--- src/uart_defs.svh ---
// ----------------------------------------------------------------------
// UART build-time constants
// FIFO sizing, oversampling ratio and register offsets
// ----------------------------------------------------------------------
`ifndef UART_DEFS_SVH
`define UART_DEFS_SVH

`define UART_FIFO_DEPTH 16
`define UART_FIFO_AW 4
`define UART_OVERSAMPLE 16

// Offset 0 is shared by RBR, THR and DLL
`define UART_ADDR_RBR 3'd0
`define UART_ADDR_DLM 3'd1
`define UART_ADDR_LCR 3'd3
`define UART_ADDR_MCR 3'd4
`define UART_ADDR_LSR 3'd5
`define UART_ADDR_SCR 3'd7

`endif

--- src/uartBusPkg.sv ---
// ----------------------------------------------------------------------
// Register bus types
// Bus request struct, register field types and the LSR layout
// ----------------------------------------------------------------------
package uartBusPkg;

	typedef logic [2:0] regAddr;
	typedef logic [7:0] regData;
	typedef logic [15:0] divisor;

	typedef struct packed {
		logic sel;
		logic enable;
		logic write;
		regAddr addr;
		regData wdata;
	} busReq;

	// Bit 7 down to bit 0
	typedef struct packed {
		logic fifoErr;
		logic temt;
		logic thre;
		logic bi;
		logic fe;
		logic pe;
		logic oe;
		logic dr;
	} lsrReg;

endpackage

--- src/uartLinePkg.sv ---
// ----------------------------------------------------------------------
// Serial line types
// Characters, line configuration, received words and FSM states
// ----------------------------------------------------------------------
package uartLinePkg;

	typedef logic [7:0] dataByte;
	typedef logic [3:0] tickCount;

	typedef struct packed {
		logic parityEn;
		logic evenParity;
	} lineCfg;

	// Entry of the receive FIFO, flags above the character
	typedef struct packed {
		logic fe;
		logic pe;
		dataByte data;
	} rxWord;

	typedef enum logic [2:0] {TX_IDLE, TX_START, TX_DATA, TX_PARITY, TX_STOP} txState;

	typedef enum logic [2:0] {RX_IDLE, RX_START, RX_DATA, RX_PARITY, RX_STOP} rxState;

endpackage

--- src/uartBaudGen.sv ---
// ----------------------------------------------------------------------
// Baud generator, one tick every div clocks (16x the bit rate)
// ----------------------------------------------------------------------
module uartBaudGen import uartBusPkg::*;
(
	input logic CLK,
	input logic iRST,
	input divisor div,
	output logic tick
);

	divisor count;

	// Reload on expiry, so a new divisor waits for the next reload
	always_ff @(posedge CLK or posedge iRST)
	begin
		if (iRST)
		begin
			count <= '0;
			tick <= 1'b0;
		end
		else if (div == '0)
		begin
			count <= '0;
			tick <= 1'b0;
		end
		else if (count <= divisor'(1))
		begin
			count <= div;
			tick <= 1'b1;
		end
		else
		begin
			count <= count - 1'b1;
			tick <= 1'b0;
		end
	end

endmodule

--- src/uartFifo.sv ---
// ----------------------------------------------------------------------
// Synchronous FIFO with occupancy counter
// ----------------------------------------------------------------------
`include "uart_defs.svh"

module uartFifo #(
	parameter int WIDTH = 8
)
(
	input logic CLK,
	input logic iRST,
	input logic push,
	input logic [WIDTH-1:0] pushData,
	input logic pop,
	output logic [WIDTH-1:0] head,
	output logic empty,
	output logic full
);

	logic [WIDTH-1:0] mem [`UART_FIFO_DEPTH];
	logic [`UART_FIFO_AW-1:0] wrPtr;
	logic [`UART_FIFO_AW-1:0] rdPtr;
	logic [`UART_FIFO_AW:0] count;
	logic doPush;
	logic doPop;

	// Push while full and pop while empty have no effect
	assign doPush = push && !full;
	assign doPop = pop && !empty;

	assign empty = count == '0;
	assign full = count == (`UART_FIFO_AW+1)'(`UART_FIFO_DEPTH);
	assign head = mem[rdPtr];

	always_ff @(posedge CLK)
	begin
		if (doPush)
			mem[wrPtr] <= pushData;
	end

	always_ff @(posedge CLK or posedge iRST)
	begin
		if (iRST)
		begin
			wrPtr <= '0;
			rdPtr <= '0;
			count <= '0;
		end
		else
		begin
			if (doPush)
				wrPtr <= wrPtr + 1'b1;
			if (doPop)
				rdPtr <= rdPtr + 1'b1;
			count <= count + doPush - doPop;
		end
	end

endmodule

--- src/uartRegs.sv ---
// ----------------------------------------------------------------------
// UART register file
// Bus decode, DLL/DLM/LCR/MCR/SCR storage, read mux and LSR flags
// ----------------------------------------------------------------------
`include "uart_defs.svh"

module uartRegs import uartBusPkg::*; import uartLinePkg::*;
(
	input logic CLK,
	input logic iRST,
	input busReq bus,
	output regData rdata,
	output logic txPush,
	output dataByte txData,
	input logic txEmpty,
	input logic txBusy,
	output logic rxPop,
	input rxWord rxHead,
	input logic rxEmpty,
	input logic rxFull,
	input logic rxPush,
	output divisor div,
	output lineCfg cfg,
	output logic loop
);

	logic busWrite;
	logic busRead;
	logic dlab;
	regData dll;
	regData dlm;
	regData lcr;
	regData scr;
	logic mcrLoop;
	logic overrun;
	lsrReg lsr;

	assign busWrite = bus.sel && bus.enable && bus.write;
	assign busRead = bus.sel && bus.enable && !bus.write;
	assign dlab = lcr[7];

	// Offset 0 is THR/RBR with DLAB clear
	assign txPush = busWrite && bus.addr == `UART_ADDR_RBR && !dlab;
	assign txData = bus.wdata;
	assign rxPop = busRead && bus.addr == `UART_ADDR_RBR && !dlab;

	assign div = {dlm, dll};
	assign cfg.parityEn = lcr[3];
	assign cfg.evenParity = lcr[4];
	assign loop = mcrLoop;

	always_ff @(posedge CLK or posedge iRST)
	begin
		if (iRST)
		begin
			dll <= '0;
			dlm <= '0;
			lcr <= '0;
			scr <= '0;
			mcrLoop <= 1'b0;
		end
		else if (busWrite)
		begin
			case (bus.addr)
				`UART_ADDR_RBR: if (dlab) dll <= bus.wdata;
				`UART_ADDR_DLM: if (dlab) dlm <= bus.wdata;
				`UART_ADDR_LCR: lcr <= bus.wdata;
				`UART_ADDR_MCR: mcrLoop <= bus.wdata[4];
				`UART_ADDR_SCR: scr <= bus.wdata;
				default: ;
			endcase
		end
	end

	// Sticky overrun, a new drop wins over the clearing read
	always_ff @(posedge CLK or posedge iRST)
	begin
		if (iRST)
			overrun <= 1'b0;
		else if (rxPush && rxFull)
			overrun <= 1'b1;
		else if (busRead && bus.addr == `UART_ADDR_LSR)
			overrun <= 1'b0;
	end

	assign lsr.fifoErr = 1'b0;
	assign lsr.temt = txEmpty && !txBusy;
	assign lsr.thre = txEmpty;
	assign lsr.bi = 1'b0;
	assign lsr.fe = !rxEmpty && rxHead.fe;
	assign lsr.pe = !rxEmpty && rxHead.pe;
	assign lsr.oe = overrun;
	assign lsr.dr = !rxEmpty;

	always_comb
	begin
		case (bus.addr)
			`UART_ADDR_RBR: rdata = dlab ? dll : rxHead.data;
			`UART_ADDR_DLM: rdata = dlab ? dlm : '0;
			`UART_ADDR_LCR: rdata = lcr;
			`UART_ADDR_MCR: rdata = {3'b000, mcrLoop, 4'b0000};
			`UART_ADDR_LSR: rdata = lsr;
			`UART_ADDR_SCR: rdata = scr;
			default: rdata = '0;
		endcase
	end

endmodule

--- src/uartTransmitter.sv ---
// ----------------------------------------------------------------------
// UART transmitter
// Pops the TX FIFO and sends start, 8 data, optional parity and stop
// ----------------------------------------------------------------------
`include "uart_defs.svh"

module uartTransmitter import uartLinePkg::*;
(
	input logic CLK,
	input logic iRST,
	input logic tick,
	input lineCfg cfg,
	input logic fifoEmpty,
	input dataByte fifoHead,
	output logic fifoPop,
	output logic busy,
	output logic txBit
);

	localparam tickCount LAST_TICK = tickCount'(`UART_OVERSAMPLE - 1);

	txState state;
	tickCount tickCnt;
	logic [2:0] bitCnt;
	dataByte shiftReg;
	logic parityBit;

	assign fifoPop = tick && state == TX_IDLE && !fifoEmpty;
	assign busy = state != TX_IDLE;

	always_ff @(posedge CLK or posedge iRST)
	begin
		if (iRST)
		begin
			state <= TX_IDLE;
			tickCnt <= '0;
			bitCnt <= '0;
		end
		else if (tick)
		begin
			// Counter wraps at the end of every bit
			tickCnt <= tickCnt + 1'b1;
			case (state)
				TX_IDLE:
				begin
					tickCnt <= '0;
					if (!fifoEmpty)
						state <= TX_START;
				end
				TX_START:
				begin
					bitCnt <= '0;
					if (tickCnt == LAST_TICK)
						state <= TX_DATA;
				end
				TX_DATA:
				begin
					if (tickCnt == LAST_TICK)
					begin
						bitCnt <= bitCnt + 1'b1;
						if (bitCnt == 3'd7)
							state <= cfg.parityEn ? TX_PARITY : TX_STOP;
					end
				end
				TX_PARITY: if (tickCnt == LAST_TICK) state <= TX_STOP;
				TX_STOP: if (tickCnt == LAST_TICK) state <= TX_IDLE;
				default: state <= TX_IDLE;
			endcase
		end
	end

	// Even parity is the XOR of the data, odd parity its inverse
	always_ff @(posedge CLK)
	begin
		if (fifoPop)
		begin
			shiftReg <= fifoHead;
			parityBit <= ^fifoHead ^ !cfg.evenParity;
		end
		else if (tick && state == TX_DATA && tickCnt == LAST_TICK)
			shiftReg <= shiftReg >> 1;
	end

	always_comb
	begin
		case (state)
			TX_START: txBit = 1'b0;
			TX_DATA: txBit = shiftReg[0];
			TX_PARITY: txBit = parityBit;
			default: txBit = 1'b1;
		endcase
	end

endmodule

--- src/uartReceiver.sv ---
// ----------------------------------------------------------------------
// UART receiver
// Input synchronizer, start detection, mid-bit sampling, word push
// ----------------------------------------------------------------------
`include "uart_defs.svh"

module uartReceiver import uartLinePkg::*;
(
	input logic CLK,
	input logic iRST,
	input logic tick,
	input lineCfg cfg,
	input logic rxLine,
	output logic push,
	output rxWord word
);

	localparam tickCount LAST_TICK = tickCount'(`UART_OVERSAMPLE - 1);
	localparam tickCount HALF_TICK = tickCount'(`UART_OVERSAMPLE / 2 - 1);

	logic [1:0] rxSync;
	logic line;
	rxState state;
	tickCount tickCnt;
	logic [2:0] bitCnt;
	dataByte shiftReg;
	logic parityAcc;
	logic bitEnd;

	// Two flops against metastability, idle level is high
	always_ff @(posedge CLK or posedge iRST)
	begin
		if (iRST)
			rxSync <= 2'b11;
		else
			rxSync <= {rxSync[0], rxLine};
	end

	assign line = rxSync[1];
	assign bitEnd = tick && tickCnt == LAST_TICK;

	always_ff @(posedge CLK or posedge iRST)
	begin
		if (iRST)
		begin
			state <= RX_IDLE;
			tickCnt <= '0;
			bitCnt <= '0;
			push <= 1'b0;
		end
		else
		begin
			push <= 1'b0;
			if (tick)
			begin
				tickCnt <= tickCnt + 1'b1;
				case (state)
					RX_IDLE:
					begin
						tickCnt <= '0;
						if (!line)
							state <= RX_START;
					end
					RX_START:
					begin
						// Still low half a bit later, so the frame is real
						if (tickCnt == HALF_TICK)
						begin
							tickCnt <= '0;
							bitCnt <= '0;
							state <= line ? RX_IDLE : RX_DATA;
						end
					end
					RX_DATA:
					begin
						if (tickCnt == LAST_TICK)
						begin
							bitCnt <= bitCnt + 1'b1;
							if (bitCnt == 3'd7)
								state <= cfg.parityEn ? RX_PARITY : RX_STOP;
						end
					end
					RX_PARITY: if (tickCnt == LAST_TICK) state <= RX_STOP;
					RX_STOP:
					begin
						if (tickCnt == LAST_TICK)
						begin
							push <= 1'b1;
							state <= RX_IDLE;
						end
					end
					default: state <= RX_IDLE;
				endcase
			end
		end
	end

	// Accumulated parity covers data and parity bit
	always_ff @(posedge CLK)
	begin
		if (tick && state == RX_START)
			parityAcc <= 1'b0;
		else if (bitEnd && (state == RX_DATA || state == RX_PARITY))
			parityAcc <= parityAcc ^ line;
		if (bitEnd && state == RX_DATA)
			shiftReg <= {line, shiftReg[7:1]};
		if (bitEnd && state == RX_STOP)
		begin
			word.data <= shiftReg;
			word.fe <= !line;
			word.pe <= cfg.parityEn && (parityAcc == cfg.evenParity);
		end
	end

endmodule

--- src/uartTop.sv ---
// ----------------------------------------------------------------------
// UART top level
// Block instances, loopback muxes and serial output
// ----------------------------------------------------------------------
module uartTop import uartBusPkg::*; import uartLinePkg::*;
(
	input logic CLK,
	input logic iRST,
	input busReq bus,
	output regData rdata,
	input logic sin,
	output logic sout
);

	divisor div;
	lineCfg cfg;
	logic tick;
	logic loop;
	logic txPush;
	dataByte txData;
	dataByte txHead;
	logic txPop;
	logic txEmpty;
	logic txFull;
	logic txBusy;
	logic txBit;
	logic rxPush;
	logic rxPop;
	rxWord rxIn;
	rxWord rxHead;
	logic rxEmpty;
	logic rxFull;
	logic rxLine;

	// Loopback feeds the receiver and parks the line high
	assign rxLine = loop ? txBit : sin;
	assign sout = loop ? 1'b1 : txBit;

	uartRegs uartRegs_i (
		.CLK(CLK), .iRST(iRST), .bus(bus), .rdata(rdata),
		.txPush(txPush), .txData(txData), .txEmpty(txEmpty), .txBusy(txBusy),
		.rxPop(rxPop), .rxHead(rxHead), .rxEmpty(rxEmpty), .rxFull(rxFull),
		.rxPush(rxPush), .div(div), .cfg(cfg), .loop(loop)
	);

	uartBaudGen uartBaudGen_i (.CLK(CLK), .iRST(iRST), .div(div), .tick(tick));

	uartFifo #(.WIDTH(8)) txFifo (
		.CLK(CLK), .iRST(iRST), .push(txPush), .pushData(txData),
		.pop(txPop), .head(txHead), .empty(txEmpty), .full(txFull)
	);

	uartFifo #(.WIDTH(10)) rxFifo (
		.CLK(CLK), .iRST(iRST), .push(rxPush), .pushData(rxIn),
		.pop(rxPop), .head(rxHead), .empty(rxEmpty), .full(rxFull)
	);

	uartTransmitter uartTransmitter_i (
		.CLK(CLK), .iRST(iRST), .tick(tick), .cfg(cfg), .fifoEmpty(txEmpty),
		.fifoHead(txHead), .fifoPop(txPop), .busy(txBusy), .txBit(txBit)
	);

	uartReceiver uartReceiver_i (
		.CLK(CLK), .iRST(iRST), .tick(tick), .cfg(cfg), .rxLine(rxLine),
		.push(rxPush), .word(rxIn)
	);

endmodule

--- config.mk ---
export PLATFORM = sky130hd
export DESIGN_NAME = uartTop
export DESIGN_NICKNAME = d
export VERILOG_FILES = /design/src/uartBusPkg.sv /design/src/uartLinePkg.sv /design/src/uartBaudGen.sv /design/src/uartFifo.sv /design/src/uartRegs.sv /design/src/uartTransmitter.sv /design/src/uartReceiver.sv /design/src/uartTop.sv
export VERILOG_INCLUDE_DIRS = /design/src
export SDC_FILE = /design/constraint.sdc
export NUM_CORES = 1
export LEC_CHECK = 0
export BUFFER_PORTS_ARGS = -buffer_cell sky130_fd_sc_hd__buf_2
export CELL_PAD_IN_SITES_DETAIL_PLACEMENT = 1
export CELL_PAD_IN_SITES_GLOBAL_PLACEMENT = 1
export CORE_MARGIN = 10
export CORE_UTILIZATION = 49
export DETAILED_ROUTE_END_ITERATION = 8
export GPL_TIMING_DRIVEN = 0
export PLACE_DENSITY_LB_ADDON = 0.1
export SLEW_MARGIN = 5
export SYNTH_ARGS = -nofsm -noshare
export SYNTH_HDL_FRONTEND = slang
export SYNTH_SLANG_ARGS = --single-unit
--- constraint.sdc ---
create_clock -name CLK -period 2.85 [get_ports CLK]
set_input_delay 0.4275 -clock CLK [delete_from_list [all_inputs] [get_ports CLK]]
set_output_delay 0.4275 -clock CLK [all_outputs]
set_load 0.05 [all_outputs]
==> results of run 1 <==
## registers in the layout, summed over array words and instances (netlist names), 4 cells and up
register and cells:
uartReceiver_i.shiftReg 8, rxFifo.count 5, uartReceiver_i.tickCnt 4, uartRegs_i.scr 8, uartRegs_i.dlm 8, uartReceiver_i.word 10
uartBaudGen_i.count 16, txFifo.rdPtr 4, uartRegs_i.dll 8, uartRegs_i.lcr 8, uartTransmitter_i.shiftReg 8, rxFifo.rdPtr 4
rxFifo.mem 160, txFifo.mem 128, uartTransmitter_i.tickCnt 4, txFifo.count 5, rxFifo.wrPtr 4, txFifo.wrPtr 4
## cell families after synthesis
group / count (synthesis) / share of synthesized area (%)
DFF: 416 / 69.0
and+or+nand+nor: 252 / 6.86
muxes: 125 / 13.5
AOI/OAI and AO/OA: 100 / 3.98
buffers and inverters: 79 / 1.97
xor gates and xnor gates: 42 / 2.28
adders and majority gates: 32 / 2.39
## Yosys cell counts, types with 9 or more instances
master / instances / area share (%)
nor4_1: 9 / 0.32
nor3_1: 17 / 0.49
nand3_1: 20 / 0.58
mux2_2: 35 / 2.3
xnor2_1: 25 / 1.3
nand2b_1: 9 / 0.32
clkbuf_1: 32 / 0.69
nor2b_1: 11 / 0.40
xor2_1: 14 / 0.71
ha_1: 30 / 2.2
edfxtp_1: 315 / 54
nand2_1: 79 / 1.7
o21ai_0: 22 / 0.63
mux4_2: 79 / 10
dfrtp_1: 98 / 14
nor2_1: 73 / 1.6
inv_1: 30 / 0.65
a21oi_1: 17 / 0.49
a211oi_1: 13 / 0.56
## cell type report
class | instances | area share, %
buffer | 47 | 1.51
clock buffer | 56 | 5.79
clock inverter | 24 | 1.37
inverter | 30 | 0.573
multi-input combinational | 551 | 26.7
sequential | 416 | 59.0
tap | 455 | 2.80
timing repair buffer | 49 | 2.20
## layer usage
| layer | wire length, µm | up-vias |
|---|---|---|
| met2 | 21300 | 197 |
| met4 | 795 | 0 |
| met1 | 18200 | 5114 |
| li1 | - | 4248 |
| met5 | 0 | - |
| met3 | 1510 | 46 |
## metrics by stage
| stage | power (µW) | worst slack, ns | hold slack (ns) |
|---|---|---|---|
| floorplan | 10300 | 0.0247 | 0.345 |
| global placement | 11300 | -1.06 | 0.350 |
| detailed placement | 11400 | -0.689 | 0.343 |
| CTS | 17600 | -0.532 | 0.124 |
| global route | 18500 | -0.589 | 0.143 |
| finish | 17600 | -0.508 | 0.143 |
## power groups by stage
stage          clock [µW]  combinational [µW]  sequential, µW
2_1_floorplan           0                3130            7200
3_3_place_gp            0                4010            7300
3_5_place_dp            0                4110            7310
4_1_cts              5880                4460            7250
5_1_grt              6170                4990            7300
6_report             5790                4550            7250
## what timing repair did
| item | in CTS | in global routing |
|---|---|---|
| cloned | 1 | 0 |
| hold endpoints to repair | 4 | 0 |
| pin swaps | 3 | 6 |
| hold buffers | 1 | 0 |
| gates resized for setup | 78 | 44 |
| endpoints found under the setup margin | 199 | 257 |
| buffers inserted | 7 | 8 |
## worst max-delay path by stage
stage | startpoint | endpoint | slack (ns) | cells after the start
after floorplan | rxFifo.rdPtr[0] | rdata[2] | 0.02 | 6
after global placement | bus[8] | txFifo.mem[3][2] | -1.06 | 7
after detailed placement | bus[8] | rxFifo.count[4] | -0.69 | 13
after CTS | rxFifo.rdPtr[0] | rdata[2] | -0.53 | 6
after global routing | rxFifo.rdPtr[0] | rdata[6] | -0.59 | 6
final | rxFifo.rdPtr[0] | rdata[6] | -0.51 | 6
## critical path, stage by stage, from the launching register on
cell and delay [ns]:
dfrtp_4 0.56, buf_8 0.20, mux4_2 0.52, mux4_2 0.54, nand2_1 0.10, o211ai_1 0.18, buf_4 0.28
==> flow_summary.toml, run 1 <==
[run_status]
status = "complete, but fails checks"
violations = "negative setup slack"

[final_layout]
nets = 1187
seq_area_um2 = 12000
multi_input_area_um2 = 5430
syn_to_final_growth_pct = 16.9
final_common_cell = "edfxtp_1"
fin_cells = 1628
fillers = 3110
n_antenna_cell = 0
final_core_util_pct = 58.4
design_area_um2 = 20300
final_cell_mix = "315 x edfxtp_1, 97 x dfrtp_1, 79 x mux4_2, 78 x nand2_1, 48 x nor2_1"
layout-drive-gt1-share_pct = 27.1

[place]
gp_congestion = 0.757
place_inst = 1533
place_area_um2 = 18200
place_hpwl_mm = 27.2
io_buffers = 24

[routing]
dr_total_vias = 9605
ant_nets = 0
dr.pass1.iters = 5
routed_via_density = 5.90
drt_iter0_markers = 758
wl_per_cell_um = 25.7
routed_wl_mm = 41.8
drc_errors = 0

[floorplan]
die_x_um = 208
coreArea_um2 = 34800
die_h_um = 208
io_pins = 26
dieArea_um2 = 43400
start_util_pct = 49.9
rows = 68

[yosys]
syn-num-nets = 1095
seq_area_frac_synth_pct = 69.0
synthCells = 1046
netlist_area_um2 = 17400
ys_ff_latch = 416
async_flop_share_pct = 24.0
yosys_warnings = 0
yosysUniqueCellTypes = 62
ys.flop_type = "edfxtp_1"
syn_area_per_cell_um2 = 16.6
synth_edf_count = 315

[cts]
cts-root-buf = "clkbuf_16"
cts_tree = "done"
cts.path.max_buffers = 3
path_clk_slew_ns = 0.06
numCtsBuffers = 43
htree_levels = 2
clkSinkCount = 416
clock_latency_ns = 0.55

[worst_setup_path]
worstPathRequired_ns = 2.42
cp.arrival_ns = 2.93
ff2ff_setup_slack_ns = 0.09
critPathLaunchType = "register"
reg2reg_from = "rxFifo.count[3]"
end_kind = "output pin"
critPathKind = "register to output pin"
path_max_fanout = 10
reg2reg_depth = 14
r2r_end = "rxFifo.count[4]"

[power_and_ir_drop]
powerDensity_nw_per_um2 = 866
p_comb_share_pct = 25.9
seqPwrFrac_pct = 41.2
power.share.clock_pct = 32.9
ir_drop_uv = 623
p_int_uw = 12600
p_leak_uw = 0.00714
power_switching_uw = 4980
netSwitchingFraction_pct = 28.3

[sta]
fin_crit_sh_pct = 118
worst_slack_ns = -0.508
fmax_ghz = 0.298
finalSetupViolations = 8
final.setup_skew_ns = 0.0141
hold_viol_final = 0
relSlewSlack_pct = 33.7
tightest_slew_ns = 0.981
period_needed_ns = 3.36
setup_tns_ns = -3.73
grt_setup_unrepaired = "yes"
report.final.slew_viol_count = 0

[global_routing]
grt_most_used_layer = "met2"
grt_util_met3_pct = 2.70
grt_pass1_vias = 10200
met2_usage_pct = 32.9
grt_use_total_pct = 19.3
grt_pass1_wl_mm = 64.8
grt_max_degree = 37
overflow = 0
grtUsageMet1_pct = 25.8
antenna_found_initial = 0

[worst_hold_path]
whs_path_depth = 3
hold_end = "uartReceiver_i.rxSync[0]"
holdCritPathClass = "input pin to register"
min_from = "sin"

[flow_run]
maxCapViolations = 0
Power figures use the tool's default switching activity.
==> inputs of run 2 (changes only) <==
ABC_AREA = 1   (was unset)
CORE_UTILIZATION = 46   (was 49)
==> run 2 against run 1 <==
  * Largest cell class unchanged
  * Critical path type unchanged
  * Highest routed layer unchanged
  * The flow still finishes with violations (negative setup slack)
  * First-iteration DRC count up 45%
  * Non-clock buffer count increased by 14
  * Count of clock-buffer cells in the layout up 10
  * Die area grew 9.4%
  * Synthesized cell count increased by 58%
  * Clock power is 0.9% lower
  * Largest power group unchanged
  * Critical endpoint is now rdata[4]
==> flow_summary.toml, run 2 <==
[sta]
finalSetupViolations = 8
hold_viol_final = 0
period_needed_ns = 2.95
holdWs_ns = 0.0822
grt_setup_unrepaired = "yes"
fmax_ghz = 0.339
setup_tns_ns = -0.550
fin_crit_sh_pct = 103
relSlewSlack_pct = 10.8
report.final.slew_viol_count = 0
worst_slack_ns = -0.0974
tightest_slew_ns = 1.33
final.setup_skew_ns = 0.0243

[final_layout]
largest_register_ffs = 160
layout-drive-gt1-share_pct = 14.5
largest-register = "rxFifo.mem"
fin_cells = 2306
final_common_cell = "nand2_1"
nets = 1799
top_regs = "rxFifo.mem (160), txFifo.mem (128), uartBaudGen_i.count (16)"
syn_to_final_growth_pct = 18.1
fillers = 4118
final_cell_mix = "350 x nand2_1, 315 x edfxtp_1, 156 x inv_1, 156 x nor2_1, 115 x o21ai_0"

[routing]
dr_total_vias = 13000
wl_per_cell_um = 23.6
routed_wl_mm = 54.4
drc_errors = 0
drt_iter0_markers = 1099
dr.pass1.iters = 5
routed_via_density = 5.62
ant_nets = 0

[worst_setup_path]
end_kind = "output pin"
path_cells = "buf_12 > buf_12 > clkbuf_8 > nor2_1 > o221ai_2 > nand3_1 > nand2_2 > nand2_2 > o211ai_1 > buf_4"
critPathKind = "register to output pin"
path_max_fanout = 7
worstPathRequired_ns = 2.42
cp_top_family = "buffers and inverters"
cp_num_buf_inv = 4
critPathLaunchType = "register"
critPathMaxStageDelay_ns = 0.44
crit_path_top_delay_cell = "dfrtp_2"
reg2reg_from = "uartRegs_i.lcr[7]"
cp.arrival_ns = 2.52
cp-startpoint = "rxFifo.rdPtr[0]"

[yosys]
synth_area_leader_cell = "edfxtp_1"
seq_area_frac_synth_pct = 66.6
synth_common_cells = "358 x nand2_1, 315 x edfxtp_1, 177 x nor2_1"
yosys-top-cells-area = "edfxtp_1 53%, dfrtp_1 14%, nand2_1 7.5%"
netlist_area_um2 = 18000
async_flop_share_pct = 24.0
synthCells = 1655
yosysUniqueCellTypes = 48
yosys_warnings = 0
synth_most_common_cell = "nand2_1"
ys.flop_type = "edfxtp_1"
post-synth-top-area-fraction_pct = 52.5
ys_ff_latch = 416
syn_area_per_cell_um2 = 10.9
synth_edf_count = 315
syn-num-nets = 1704

[power_and_ir_drop]
powerDensity_nw_per_um2 = 777
p_leak_uw = 0.00843
ir_drop_uv = 459

[floorplan]
die_x_um = 218
dieArea_um2 = 47500
coreArea_um2 = 38600
start_util_pct = 46.6
io_pins = 26
rows = 72
die_h_um = 218

[cts]
htree_levels = 2
numCtsBuffers = 46
cts_tree = "done"
clkSinkCount = 416
clock_latency_ns = 0.58
cts-root-buf = "clkbuf_16"
cts.path.max_buffers = 3
path_clk_slew_ns = 0.06

[run_status]
violations = "negative setup slack"
status = "complete, but fails checks"

[global_routing]
antenna_found_initial = 1
overflow = 0
grt_pass1_vias = 13500
grt_max_degree = 37
grt_pass1_wl_mm = 82.2
grt_use_total_pct = 22.8

[place]
gp_congestion = 0.845
dp_slack_ns = -0.489
place_hpwl_mm = 35.0
io_buffers = 25
place_inst = 2202

[worst_hold_path]
min_from = "sin"
holdCritPathClass = "input pin to register"

[flow_run]
maxCapViolations = 0
## run 2: changes by cell type in the layout (fill, tap and decap cells not counted), sizes merged, moves of 35 or more
cell | previous run | this run
inv | 30 | 164
o21ai | 22 | 152
mux4 | 83 | 0
mux2 | 35 | 0
nor2 | 73 | 179
nand3 | 20 | 103
nand2 | 79 | 359
## run 2: layout make-up
class	count	area (µm²)	area share, %
sequential	416	12000	56.4
multi-input combinational	1009	5440	25.6
clock buffer	66	1320	6.19
tap	518	648	3.05
inverter	167	638	3.00
buffer	61	624	2.94
timing repair buffer	49	489	2.30
clock inverter	19	119	0.559
antenna	1	2.50	0.0118
## run 2: power breakdown
part           total (µW)  internal (µW)  leakage, µW  switching [µW]
registers            7000           6740      0.00408             265
logic                3790           1570      0.00364            2220
clock network        5740           3300     0.000710            2440
## run 2: logic make-up (layout without fill, tap and decap cells)
kind of cell             Yosys count  in the layout  synth area share [%]
adder cells (fa/ha/maj)           32             32                  2.31
buffers and inverters            230            362                  5.17
other                              0              1                     0
AND/OR/NAND/NOR                  675            675                  15.4
XOR/XNOR                          33             33                  1.61
flip-flops                       416            416                  66.6
AO/OA/AOI/OAI                    269            269                  8.93
## run 2: what timing repair did
| item | CTS | global route |
|---|---|---|
| pin swaps | 25 | 26 |
| setup endpoints to repair | 10 | 18 |
| endpoints found under the hold margin | 15 | 0 |
| buffers inserted | 10 | 2 |
| cloned | 6 | 1 |
| resized for setup | 168 | 55 |
| hold buffers | 1 | 0 |
## run 2: final timing paths
kind | end | slack [ns] | cells past startpoint
setup / recovery | rdata[4] | -0.1 | 10
min in group asynchronous | uartTransmitter_i.bitCnt[1] | 0.41 | 3
hold reg to reg | uartReceiver_i.rxSync[1] | 0.36 | 0
setup reg to reg | rxFifo.count[4] | 0.14 | 11
hold / removal | uartReceiver_i.rxSync[0] | 0.08 | 3
max in group asynchronous | uartBaudGen_i.count[6] | 1.47 | 6
## run 2: tightest hold or removal path: stages
cell and delay (ns):
buf_2 0.08, nand2_1 0.04, o21ai_0 0.06
## run 2: through the flow
step	utilization [%]	power (µW)	instance area, µm²
after floorplan	-	8700	18000
after global placement	48.6	9570	18800
after detailed placement	48.8	9680	18900
after CTS	54.5	16300	21100
after global routing	55.0	17200	21300
final	55.0	16500	21300
## run 2: per-layer routing
metal / wire length (µm) / track usage, % / vias up
met5: 0 / 0 / -
met4: 1640 / 8.47 / 0
met3: 3700 / 3.73 / 97
met2: 24900 / 34.9 / 429
met1: 24200 / 32.2 / 6539
li1: - / - / 5903
==> inputs of run 3 (changes only) <==
CORE_UTILIZATION = 45   (was 46)
TNS_END_PERCENT = 10   (was unset)
==> run 3 against run 2 <==
  * Global-route usage down 1.0 points
  * Sequential cell count unchanged
  * Largest cell class unchanged
  * Clock power up 8.2%
  * Register-to-register slack worse by 0.14 ns
  * Critical path depth unchanged
  * Count of clock-buffer cells in the layout unchanged
  * Non-clock buffer count down 5
  * Utilization down 1.7 points
  * First-iteration DRC count down 2.5%
  * Cell area down 0.54%
  * The run still ends with negative setup slack left
==> flow_summary.toml, run 3 (synthesis gave the netlist of run 2 again) <==
[sta]
report.final.slew_viol_count = 0
finalSetupViolations = 9
fin_crit_sh_pct = 106
worst_slack_ns = -0.157
tightest_slew_ns = 1.40
grt_setup_unrepaired = "yes"
hold_viol_final = 0
relSlewSlack_pct = 6.08
period_needed_ns = 3.01
fmax_ghz = 0.333
final.setup_skew_ns = 0.0279

[final_layout]
n_antenna_cell = 0
syn_to_final_growth_pct = 17.5
final_cell_mix = "351 x nand2_1, 315 x edfxtp_1, 166 x nor2_1, 156 x inv_1, 124 x o21ai_0"
layout-drive-gt1-share_pct = 13.2
top_regs = "rxFifo.mem (160), txFifo.mem (128), uartBaudGen_i.count (16)"
largest_register_ffs = 160
nets = 1794
final_common_cell = "nand2_1"
largest-register = "rxFifo.mem"
fillers = 4223
final_core_util_pct = 53.4
design_area_um2 = 21200

[global_routing]
grt_pass1_wl_mm = 79.8
overflow = 0
grt_pass1_vias = 13200
grt_max_degree = 36
antenna_found_initial = 1
grt_use_total_pct = 21.8

[floorplan]
start_util_pct = 45.4
dieArea_um2 = 48400
rows = 73
die_h_um = 220
coreArea_um2 = 39600
io_pins = 26
die_x_um = 220

[worst_setup_path]
end_kind = "output pin"
critPathKind = "register to output pin"
ff2ff_setup_slack_ns = 0
critPathLaunchType = "register"
endpoint = "rdata[3]"
reg2reg_from = "uartRegs_i.lcr[7]"
cp.arrival_ns = 2.58
path_max_fanout = 10
cp-startpoint = "rxFifo.rdPtr[0]"
r2r_end = "rxFifo.count[4]"
reg2reg_depth = 11
worstPathRequired_ns = 2.42

[power_and_ir_drop]
seqPwrFrac_pct = 41.8
p_leak_uw = 0.00843
ir_drop_uv = 498
power.share.clock_pct = 37.1
netSwitchingFraction_pct = 28.7
powerDensity_nw_per_um2 = 791
p_comb_share_pct = 21.1
power_uw = 16700
power_switching_uw = 4800
p_int_uw = 11900

[cts]
cts.path.max_buffers = 3
cts_tree = "done"
cts-root-buf = "clkbuf_16"
numCtsBuffers = 46
cts_hold_buffers = 0
path_clk_slew_ns = 0.06
clkSinkCount = 416
htree_levels = 2
clock_latency_ns = 0.58

[routing]
dr_total_vias = 12800
wl_per_cell_um = 22.8
drt_iter0_markers = 1071
ant_nets = 0
drc_errors = 0
met3WireLength_mm = 3.25
dr.pass1.iters = 5
routed_wl_mm = 52.6
wl_met2_mm = 24.7
routed_via_density = 5.54
wl_met1_mm = 23.7
top_layer_used = "met4"

[run_status]
status = "complete, but fails checks"
violations = "negative setup slack"

[place]
place_hpwl_mm = 34.7
gp_congestion = 0.824
place_area_um2 = 18800
io_buffers = 25

[worst_hold_path]
holdCritPathClass = "input pin to asynchronous set/reset pin"

[flow_run]
maxCapViolations = 0
[run 3: power groups by stage]
stage          Sequential, µW  Clock [µW]  Combinational (µW)
2_1_floorplan            6990           0                1710
3_3_place_gp             7050           0                2530
3_5_place_dp             7060           0                2630
4_1_cts                  6980        6280                3170
5_1_grt                  7020        6590                3810
6_report                 7000        6210                3530
[run 3: worst max-delay path, cell delays in order (launching register included)]
cell and delay, ns:
dfrtp_2 0.44, clkinv_4 0.12, buf_12 0.16, clkbuf_16 0.16
o21ai_0 0.22, o221ai_1 0.14, o211ai_1 0.15, nand2_1 0.18
nand2_2 0.12, nand3_2 0.12, buf_8 0.19
[run 3: final cells by class]
cell class	count	area, µm²	area share (%)
buffer	61	591	2.79
tap	525	657	3.11
clock buffer	66	1360	6.43
multi-input combinational	1009	5310	25.1
sequential	416	12000	56.7
timing repair buffer	44	392	1.85
inverter	167	641	3.03
clock inverter	19	223	1.05
[run 3: timing repair]
item,CTS,global route
pin swaps,11,12
gates cloned,1,4
endpoints found under the setup margin,10,40
gates resized for setup,131,45
hold endpoints to repair,0,0
setup buffers,3,9
[run 3: metrics by stage]
| stage | worst slack [ns] | setup TNS [ns] | hold slack [ns] | instances |
|---|---|---|---|---|
| detailed placement | -0.462 | -44.73 | 0.349 | 2207 |
| global route | -0.221 | -1.83 | 0.0488 | 2307 |
| CTS | -0.147 | -0.829 | 0.0219 | 2294 |
| finish | -0.157 | -0.816 | 0.0162 | 2307 |
| floorplan | 0.256 | 0 | 0.345 | 1655 |
| global placement | -0.374 | -31.95 | 0.347 | 2205 |
[run 3: per-layer routing]
metal	vias to the layer above	GRT usage, %
met2	356	34.6
met4	0	5.20
li1	5894	-
met3	66	3.73
met1	6464	30.7
met5	-	0
[run 3: how the worst min path moves through the flow]
| stage | start | end | slack (ns) |
|---|---|---|---|
| after global routing | iRST | uartReceiver_i.bitCnt[1] | 0.05 |
| final | iRST | uartReceiver_i.bitCnt[1] | 0.02 |
| after CTS | iRST | uartReceiver_i.bitCnt[1] | 0.02 |
| after global placement | uartReceiver_i.rxSync[0] | uartReceiver_i.rxSync[1] | 0.35 |
| after floorplan | uartReceiver_i.rxSync[0] | uartReceiver_i.rxSync[1] | 0.35 |
| after detailed placement | uartReceiver_i.rxSync[0] | uartReceiver_i.rxSync[1] | 0.35 |
